==> src/arcade_ctrl_params.svh <==
`ifndef ARCADE_CTRL_PARAMS_SVH
`define ARCADE_CTRL_PARAMS_SVH

// ============================================================
// Download bus
// ============================================================
`define IDX_ROM          8'd0
`define IDX_GAME         8'd1
`define IDX_DIP          8'd254
`define DL_ADDR_W        25
`define DIP_BYTES        8
`define RESET_HOLD_BITS  8

// ============================================================
// PS/2 set-2 make codes
// ============================================================
`define KEY_UP      8'h75 // Arrow keys, sent with E0 prefix
`define KEY_DOWN    8'h72
`define KEY_LEFT    8'h6b
`define KEY_RIGHT   8'h74
`define KEY_LCTRL   8'h14
`define KEY_LALT    8'h11
`define KEY_SPACE   8'h29
`define KEY_LSHIFT  8'h12
`define KEY_R       8'h2d
`define KEY_F       8'h2b
`define KEY_D       8'h23
`define KEY_G       8'h34
`define KEY_A       8'h1c
`define KEY_S       8'h1b
`define KEY_Q       8'h15
`define KEY_W       8'h1d
`define KEY_F1      8'h05
`define KEY_F2      8'h06
`define KEY_1       8'h16
`define KEY_2       8'h1e
`define KEY_ESC     8'h76
`define KEY_5       8'h2e
`define KEY_6       8'h36

// HDMI aspect ratios
`define ARX_WIDE  8'd16
`define ARY_WIDE  8'd9
`define ARX_LAND  8'd4
`define ARY_LAND  8'd3
`define ARX_PORT  8'd3
`define ARY_PORT  8'd4

`endif
==> src/arcade_ctrl_pkg.sv <==
`include "arcade_ctrl_params.svh"

package arcade_ctrl_pkg;

	// Game select byte values 0..3
	typedef enum logic [1:0] {
		game_tapper  = 2'd0,
		game_timber  = 2'd1,
		game_dotron  = 2'd2,
		game_journey = 2'd3
	} game_t;

	// ============================================================
	// Download bus from the host, 43 bits
	// ============================================================
	typedef struct packed {
		logic                  download; // Level for the whole transfer
		logic                  wr;       // One cycle per byte
		logic [7:0]            index;
		logic [`DL_ADDR_W-1:0] addr;
		logic [7:0]            data;
	} dl_bus_t;

	// One PS/2 key event, 11 bits
	typedef struct packed {
		logic       toggle;   // Flips on every new event
		logic       pressed;
		logic       extended;
		logic [7:0] code;
	} ps2_event_t;

	// Bit order matches the low byte of a joystick word
	typedef struct packed {
		logic fire_d;
		logic fire_c;
		logic fire_b;
		logic fire_a;
		logic up;
		logic down;
		logic left;
		logic right;
	} player_btn_t;

	typedef struct packed {
		logic coin2;
		logic coin1;
		logic start2;
		logic start1;
	} sys_btn_t;

	typedef struct packed {
		logic [18:0] unused;
		logic        coin;
		logic        start2;
		logic        start1;
		logic [1:0]  rotate;  // Not carried
		player_btn_t btn;
	} joy_word_t;

	// Active-low game input ports
	typedef struct packed {
		logic [7:0] in3;
		logic [7:0] in2;
		logic [7:0] in1;
		logic [7:0] in0;
	} in_ports_t;

endpackage

==> src/arcade_ctrl_top.sv <==
`timescale 1ns/100ps
`include "arcade_ctrl_params.svh"

module arcade_ctrl_top (
	input  logic                       clk_sys,
	input  logic                       rst_n,
	input  arcade_ctrl_pkg::dl_bus_t    dl,
	input  arcade_ctrl_pkg::ps2_event_t ps2_key,
	input  arcade_ctrl_pkg::joy_word_t  joy1,
	input  arcade_ctrl_pkg::joy_word_t  joy2,
	input  logic                       status_reset,
	input  logic                       osd_reset,
	input  logic                       aspect_wide,
	input  logic                       orient_horz,
	output logic                       game_rst,
	output arcade_ctrl_pkg::in_ports_t  in_ports,
	output logic [7:0]                 hdmi_arx,
	output logic [7:0]                 hdmi_ary
);
	import arcade_ctrl_pkg::*;

	player_btn_t key_p1;
	player_btn_t key_p2;
	sys_btn_t    key_sys;
	game_t       game;
	logic        game_valid;
	logic [7:0]  dip0;
	logic        service;

	// ============================================================
	// Configuration and reset
	// ============================================================
	game_config i_game_config (
		.clk_sys     (clk_sys),
		.rst_n       (rst_n),
		.dl          (dl),
		.aspect_wide (aspect_wide),
		.orient_horz (orient_horz),
		.game        (game),
		.game_valid  (game_valid),
		.dip0        (dip0),
		.service     (service),
		.hdmi_arx    (hdmi_arx),
		.hdmi_ary    (hdmi_ary)
	);

	reset_gen #(
		.HOLD_BITS (`RESET_HOLD_BITS)
	) i_reset_gen (
		.clk_sys      (clk_sys),
		.rst_n        (rst_n),
		.dl           (dl),
		.status_reset (status_reset),
		.osd_reset    (osd_reset),
		.game_rst     (game_rst)
	);

	// ============================================================
	// Controls
	// ============================================================
	ps2_key_decoder i_ps2_key_decoder (
		.clk_sys (clk_sys),
		.rst_n   (rst_n),
		.ps2_key (ps2_key),
		.key_p1  (key_p1),
		.key_p2  (key_p2),
		.key_sys (key_sys)
	);

	input_port_mapper i_input_port_mapper (
		.key_p1     (key_p1),
		.key_p2     (key_p2),
		.key_sys    (key_sys),
		.joy1       (joy1),
		.joy2       (joy2),
		.game       (game),
		.game_valid (game_valid),
		.dip0       (dip0),
		.service    (service),
		.in_ports   (in_ports)
	);

endmodule

==> src/input_port_mapper.sv <==
`timescale 1ns/100ps

module input_port_mapper (
	input  arcade_ctrl_pkg::player_btn_t key_p1,
	input  arcade_ctrl_pkg::player_btn_t key_p2,
	input  arcade_ctrl_pkg::sys_btn_t    key_sys,
	input  arcade_ctrl_pkg::joy_word_t   joy1,
	input  arcade_ctrl_pkg::joy_word_t   joy2,
	input  arcade_ctrl_pkg::game_t       game,
	input  logic                         game_valid,
	input  logic [7:0]                   dip0,
	input  logic                         service,
	output arcade_ctrl_pkg::in_ports_t   in_ports
);
	import arcade_ctrl_pkg::*;

	player_btn_t p1;
	player_btn_t p2;
	player_btn_t all;
	logic        start1;
	logic        start2;
	logic        coin;
	logic        is_dotron;

	// ============================================================
	// Merge keyboard and joysticks
	// ============================================================
	assign p1  = player_btn_t'(key_p1 | joy1.btn);
	assign p2  = player_btn_t'(key_p2 | joy2.btn);
	assign all = player_btn_t'(p1 | p2);

	assign is_dotron = game_valid && (game == game_dotron);

	assign start1 = key_sys.start1 | joy1.start1 | joy2.start1;
	assign start2 = key_sys.start2 | joy1.start2 | joy2.start2;
	assign coin   = key_sys.coin1 | key_sys.coin2 | joy1.coin | joy2.coin
	                | (is_dotron & (start1 | start2)); // Start doubles as coin

	// ============================================================
	// Per-game port layout, active low
	// ============================================================
	always_comb begin
		in_ports     = '1;
		in_ports.in3 = dip0;
		if (game_valid) begin
			case (game)
				game_tapper: begin
					in_ports.in0 = ~{service, 3'b000, start2, start1, 1'b0, coin};
					in_ports.in1 = ~{3'b000, all.fire_a, all.up, all.down, all.left, all.right};
					in_ports.in2 = ~{3'b000, all.fire_a, all.up, all.down, all.left, all.right};
				end
				game_timber: begin
					in_ports.in0 = ~{service, 3'b000, start2, start1, 1'b0, coin};
					in_ports.in1 = ~{2'b00, p1.fire_a, p1.fire_b,
					                 p1.up, p1.down, p1.left, p1.right};
					in_ports.in2 = ~{2'b00, p2.fire_a, p2.fire_b,
					                 p2.up, p2.down, p2.left, p2.right};
				end
				game_dotron: begin
					in_ports.in0 = ~{service, 2'b00, all.fire_a, start2, start1, 1'b0, coin};
					in_ports.in1 = 8'hff; // Spinner port, idle
					in_ports.in2 = ~{1'b0, all.fire_b, all.fire_c, all.fire_d,
					                 all.down, all.up, all.right, all.left};
				end
				game_journey: begin
					in_ports.in0 = ~{service, 2'b00, all.fire_a, start2, start1, 1'b0, coin};
					in_ports.in1 = ~{4'b0000, all.down, all.up, all.right, all.left};
					in_ports.in2 = ~{3'b000, all.fire_a, all.down, all.up, all.right, all.left};
				end
				default: ;
			endcase
		end
	end

endmodule

==> src/ps2_key_decoder.sv <==
`timescale 1ns/100ps
`include "arcade_ctrl_params.svh"

module ps2_key_decoder (
	input  logic                        clk_sys,
	input  logic                        rst_n,
	input  arcade_ctrl_pkg::ps2_event_t ps2_key,
	output arcade_ctrl_pkg::player_btn_t key_p1,
	output arcade_ctrl_pkg::player_btn_t key_p2,
	output arcade_ctrl_pkg::sys_btn_t    key_sys
);
	import arcade_ctrl_pkg::*;

	logic toggle_d;
	logic new_event;
	logic pressed;

	assign new_event = (ps2_key.toggle != toggle_d);
	assign pressed   = ps2_key.pressed;

	// ============================================================
	// Held button state per key
	// ============================================================
	always_ff @(posedge clk_sys or negedge rst_n) begin
		if (!rst_n) begin
			toggle_d <= 1'b0;
			key_p1   <= '0;
			key_p2   <= '0;
			key_sys  <= '0;
		end else begin
			toggle_d <= ps2_key.toggle;
			if (new_event) begin
				case (ps2_key.code)
					// Player 1
					`KEY_RIGHT:  key_p1.right  <= pressed;
					`KEY_LEFT:   key_p1.left   <= pressed;
					`KEY_DOWN:   key_p1.down   <= pressed;
					`KEY_UP:     key_p1.up     <= pressed;
					`KEY_LCTRL:  key_p1.fire_a <= pressed;
					`KEY_LALT:   key_p1.fire_b <= pressed;
					`KEY_SPACE:  key_p1.fire_c <= pressed;
					`KEY_LSHIFT: key_p1.fire_d <= pressed;

					// Player 2, MAME layout
					`KEY_G: key_p2.right  <= pressed;
					`KEY_D: key_p2.left   <= pressed;
					`KEY_F: key_p2.down   <= pressed;
					`KEY_R: key_p2.up     <= pressed;
					`KEY_A: key_p2.fire_a <= pressed;
					`KEY_S: key_p2.fire_b <= pressed;
					`KEY_Q: key_p2.fire_c <= pressed;
					`KEY_W: key_p2.fire_d <= pressed;

					// Starts and coins
					`KEY_F1, `KEY_1: key_sys.start1 <= pressed;
					`KEY_F2, `KEY_2: key_sys.start2 <= pressed;
					`KEY_ESC, `KEY_5: key_sys.coin1 <= pressed;
					`KEY_6:           key_sys.coin2 <= pressed;

					default: ; // Other keys ignored
				endcase
			end
		end
	end

endmodule

==> src/reset_gen.sv <==
`timescale 1ns/100ps
`include "arcade_ctrl_params.svh"

module reset_gen #(
	parameter int HOLD_BITS = `RESET_HOLD_BITS
) (
	input  logic                     clk_sys,
	input  logic                     rst_n,
	input  arcade_ctrl_pkg::dl_bus_t dl,
	input  logic                     status_reset,
	input  logic                     osd_reset,
	output logic                     game_rst
);
	import arcade_ctrl_pkg::*;

	logic                 rom_dl;
	logic                 rom_dl_d;
	logic                 rom_loaded;
	logic                 rst_req;
	logic [HOLD_BITS-1:0] hold_cnt;

	assign rom_dl  = dl.download && (dl.index == `IDX_ROM);
	assign rst_req = status_reset | osd_reset;

	always_ff @(posedge clk_sys or negedge rst_n) begin
		if (!rst_n) begin
			rom_dl_d   <= 1'b0;
			rom_loaded <= 1'b0;
			hold_cnt   <= '1;
			game_rst   <= 1'b1;
		end else begin
			rom_dl_d <= rom_dl;
			if (rom_dl_d & ~rom_dl) rom_loaded <= 1'b1; // Download just ended

			// Second reset pulse after the hold time
			if (rst_req | ~rom_loaded)
				hold_cnt <= '1;
			else if (hold_cnt != '0)
				hold_cnt <= hold_cnt - 1'b1;

			game_rst <= rst_req | rom_dl | ~rom_loaded
			            | (hold_cnt == HOLD_BITS'(1));
		end
	end

endmodule

==> src/game_config.sv <==
`timescale 1ns/100ps
`include "arcade_ctrl_params.svh"

module game_config (
	input  logic                     clk_sys,
	input  logic                     rst_n,
	input  arcade_ctrl_pkg::dl_bus_t dl,
	input  logic                     aspect_wide,
	input  logic                     orient_horz,
	output arcade_ctrl_pkg::game_t   game,
	output logic                     game_valid,  // Low when the select byte is above 3
	output logic [7:0]               dip0,
	output logic                     service,
	output logic [7:0]               hdmi_arx,
	output logic [7:0]               hdmi_ary
);
	import arcade_ctrl_pkg::*;

	localparam int DIP_AW = $clog2(`DIP_BYTES);

	logic [7:0] game_byte;
	logic [7:0] dip_sw [`DIP_BYTES];
	logic       game_wr;
	logic       dip_wr;
	logic       landscape;

	assign game_wr = dl.download & dl.wr & (dl.index == `IDX_GAME);
	assign dip_wr  = dl.download & dl.wr & (dl.index == `IDX_DIP) & (dl.addr < `DIP_BYTES);

	// ============================================================
	// Game select
	// ============================================================
	always_ff @(posedge clk_sys or negedge rst_n) begin
		if (!rst_n) begin
			game_byte <= 8'd0;
		end else if (game_wr) begin
			game_byte <= dl.data; // Last write wins
		end
	end

	// Decode stage, one cycle behind the byte
	always_ff @(posedge clk_sys or negedge rst_n) begin
		if (!rst_n) begin
			game       <= game_tapper;
			game_valid <= 1'b1;
		end else begin
			game       <= game_t'(game_byte[1:0]);
			game_valid <= (game_byte < 8'd4);
		end
	end

	// DIP bank, comes up all ones
	always_ff @(posedge clk_sys or negedge rst_n) begin
		if (!rst_n) begin
			for (int i = 0; i < `DIP_BYTES; i++) begin
				dip_sw[i] <= 8'hff;
			end
		end else if (dip_wr) begin
			dip_sw[dl.addr[DIP_AW-1:0]] <= dl.data;
		end
	end

	assign dip0    = dip_sw[0];
	assign service = dip_sw[1][0];

	// Journey is the only vertical monitor game
	assign landscape = !(game_valid && (game == game_journey));

	assign hdmi_arx = aspect_wide ? `ARX_WIDE :
	                  (orient_horz | landscape) ? `ARX_LAND : `ARX_PORT;
	assign hdmi_ary = aspect_wide ? `ARY_WIDE :
	                  (orient_horz | landscape) ? `ARY_LAND : `ARY_PORT;

endmodule

==> config.mk <==
export PLATFORM = sky130hd
export DESIGN_NAME = arcade_ctrl_top
export DESIGN_NICKNAME = d
export VERILOG_FILES = /design/src/arcade_ctrl_pkg.sv /design/src/arcade_ctrl_top.sv /design/src/input_port_mapper.sv /design/src/ps2_key_decoder.sv /design/src/reset_gen.sv /design/src/game_config.sv
export VERILOG_INCLUDE_DIRS = /design/src /design/src/src
export SDC_FILE = /design/constraint.sdc
export NUM_CORES = 1
export LEC_CHECK = 0
export BUFFER_PORTS_ARGS = -buffer_cell sky130_fd_sc_hd__buf_4
export CAP_MARGIN = 20
export CORE_AREA = 2 2 98 77
export CTS_CLUSTER_SIZE = 20
export DETAILED_ROUTE_END_ITERATION = 10
export DIE_AREA = 0 0 100 79
export PLACE_DENSITY = 0.83
export SLEW_MARGIN = 20
export SYNTH_ARGS = -nofsm -noshare
export SYNTH_HDL_FRONTEND = slang
export SYNTH_SLANG_ARGS = --single-unit
==> constraint.sdc <==
create_clock -name clk_sys -period 4.22 [get_ports clk_sys]
set_input_delay 0.211 -clock clk_sys [delete_from_list [all_inputs] [get_ports clk_sys]]
set_output_delay 0.211 -clock clk_sys [all_outputs]
set_load 0.01 [all_outputs]
==> impl_metrics.tcl <==
set metrics [dict create \
    root_buffer "clkbuf_8" \
    arrival_ps 1860 \
    ys_seq_area_share_pct 43.7 \
    netlist.area_leader.share_pct 27.2 \
    startpoint "i_ps2_key_decoder.key_p1[4]" \
    cellLeakagePower_nw 1.87 \
    fin_skew_ps 10.1 \
    drc 0 \
    syn_inst 297 \
    fmax_mhz 482 \
    fin_crit_sh_pct 49.1 \
    seq_area_mm2 0.00133 \
    io-pin-count 173 \
    clock_latency_ps 310 \
    async_flop_share_pct 100 \
    synth.distinct_cells 46 \
    drive_gt1_share_pct 46.8 \
    fill_cells 611 \
    ys_top_cells_by_area "dfrtp_1 (27%), dfstp_2 (16%), mux2_2 (14%)" \
    critPathMaxFanout 4 \
    grt_pass1_vias 2463 \
    wl_um 7270 \
    dieWidth_um 100 \
    powerDensity_mw_per_mm2 257 \
    post_cts_buffers 0 \
    peakVddDrop_v 0.000189 \
    place_congestion 0.884 \
    worst_setup_path_start_kind "register" \
    cp.depth 5 \
    clk_pin_slew_ps 90 \
    path_buf_inv 1 \
    max_stage_delay_ps 580 \
    core_area_mm2 0.00703 \
    io_buffers 115 \
    final_nets 528 \
    slowest_stage "or4_1" \
    grt_pass1_wl_um 11500 \
    post-synth-top-area-cell "dfrtp_1" \
    htreeDepth 2 \
    max-slew-margin-rel_pct 54.7 \
    dr.pass1.iters 4 \
    row_count 27 \
    r2r_cells 4 \
    grt_max_degree 53 \
    path_class "reg -> out" \
    cts_tree "done" \
    fin_crit_ps 2070 \
    setup_viol 0 \
    slew_viol_final 0 \
    synth-main-ff-cell "dfrtp_1" \
    synth_edf_count 0 \
    initial_core_util_pct 43.2 \
    dp_hpwl_um 5810 \
    clockBufferDepth 2 \
    area_delta_synth_final_pct 30.7 \
    syn_area_mm2 0.00304 \
    synth.most_common_cell "mux2_2" \
    routedWlPerCell_um 14.9 \
    p_total_mw 1.02 \
    finalHoldViolCount 0 \
    via_per_inst 5.36 \
    cts_buffers 5 \
    rsz0062_at_grt "no" \
    critPathCapture "in_ports[20]" \
    finalSetupTns_ps 0 \
    crit_required_ps 4010 \
    worstReg2RegStart "i_ps2_key_decoder.toggle_d" \
    r2r_end "i_ps2_key_decoder.key_sys[0]" \
    antenna_found_initial 0 \
    die_h_um 79 \
    grt_usage_pct 18.3 \
    status "complete, no violations" \
    layout_setup_ws_ps 2150 \
    gr-total-overflow 0 \
    end_kind "primary output" \
    drt_iter0_drc 54 \
    dieArea_mm2 0.00790 \
    holdCritPathClass "in -> reg" \
    vias 2622 \
    hold_path_startpoint "ps2_key[10]" \
    cap_viol_max_count 0 \
    multi_input_area_mm2 0.00153 \
    worst_pin_slew_ps 670 \
    cts_sinks 52 \
    synth_area_per_cell_um2 10.2 \
    yosysWarnings 0 \
    r2r_setup_slack_ps 2210 \
    postRouteAntennaNets 0 \
    synth.ff_latch_count 52 \
    crit_family "simple AND/OR/NAND/NOR gates" \
    place_ws_ps 1860 \
    synth_common_cells "mux2_2 (37), dfrtp_1 (33), nand2_1 (21)" \
    antenna_cells 0 \
    cp_cell_sequence "or4_1 -> nor2_1 -> a211oi_1 -> o21ai_0 -> buf_4" \
]
-- area by class of cell --
| class | instances | share of cell area (%) |
|---|---|---|
| multi-input cells | 215 | 38.6 |
| clock buffers | 5 | 1.74 |
| flip-flops and latches | 52 | 33.4 |
| clock inverters | 3 | 0.473 |
| repair buffers | 116 | 22.0 |
| well taps | 87 | 2.74 |
| inverters | 11 | 1.04 |
-- kinds of logic after synthesis --
group	synth area share [%]
AND/OR/NAND/NOR	23.5
flip-flops	43.7
buffers and inverters	7.58
multiplexers	14.1
AO/OA/AOI/OAI	8.53
XOR/XNOR	1.15
adder cells (fa/ha/maj)	1.24
other	0.247
-- cells in the final DEF, fill, tap and decap left out, types with 3 or more instances in the layout --
cell       instances
buf_4            115
mux2_2            37
dfrtp_1           33
nand2_1           21
nor2_1            20
dfstp_2           19
nor4_1            14
conb_1            14
o21ai_0           11
inv_1             11
nor3_1             9
or4_1              8
o211ai_1           7
nand3_1            7
nand4_1            7
nand4b_1           5
clkbuf_8           5
o31ai_1            4
nor2b_1            4
nor4b_1            4
nor3b_1            4
nand2b_1           4
o2bb2ai_1          4
a21oi_1            3
ha_1               3
-- worst min path at each step --
stage	end	cells past startpoint
after floorplan	i_game_config.game[0]	0
after global placement	i_reset_gen.rom_loaded	1
after detailed placement	i_reset_gen.rom_loaded	1
after CTS	i_ps2_key_decoder.toggle_d	1
after global routing	i_ps2_key_decoder.toggle_d	1
final	i_ps2_key_decoder.toggle_d	1
-- power by group --
part           internal (mW)  leakage [nW]  switching (mW)
Sequential             0.517         0.651          0.0183
Clock                  0.116        0.0479           0.165
Combinational          0.109          1.17          0.0921
-- routing by layer --
metal	vias to the layer above	global-route usage (%)	routed length, um
li1	1271	-	-
met1	1238	23.7	3190
met2	104	30.3	3390
met3	9	4.84	598
met4	0	5.34	90
met5	-	0	0
-- per-stage QoR --
stage                     hold slack (ps)  util [%]  instances  instance area [um2]
after detailed placement              284      55.0        480                 3860
after floorplan                     -84.6         -        309                 3080
final                                28.8      56.4        489                 3970
after CTS                            13.1      56.4        489                 3960
after global routing                 4.20      56.4        489                 3970
after global placement                272      55.0        480                 3860
-- state kept, by name, summed over array words and instances, names as in the netlist --
name and cells:
i_game_config.dip0 8, i_game_config.game_byte 8, i_ps2_key_decoder.key_p1 8, i_ps2_key_decoder.key_p2 8, i_reset_gen.hold_cnt 8, i_ps2_key_decoder.key_sys 4
i_game_config.game 2, i_game_config.game_valid 1, i_game_config.service 1, i_ps2_key_decoder.toggle_d 1, i_reset_gen.game_rst 1, i_reset_gen.rom_dl_d 1
i_reset_gen.rom_loaded 1
-- timing repair --
action,in CTS,in global routing
hold endpoints to repair,33,0
hold buffers,1,0
gates resized for setup,0,0
Power figures use the tool's default switching activity.
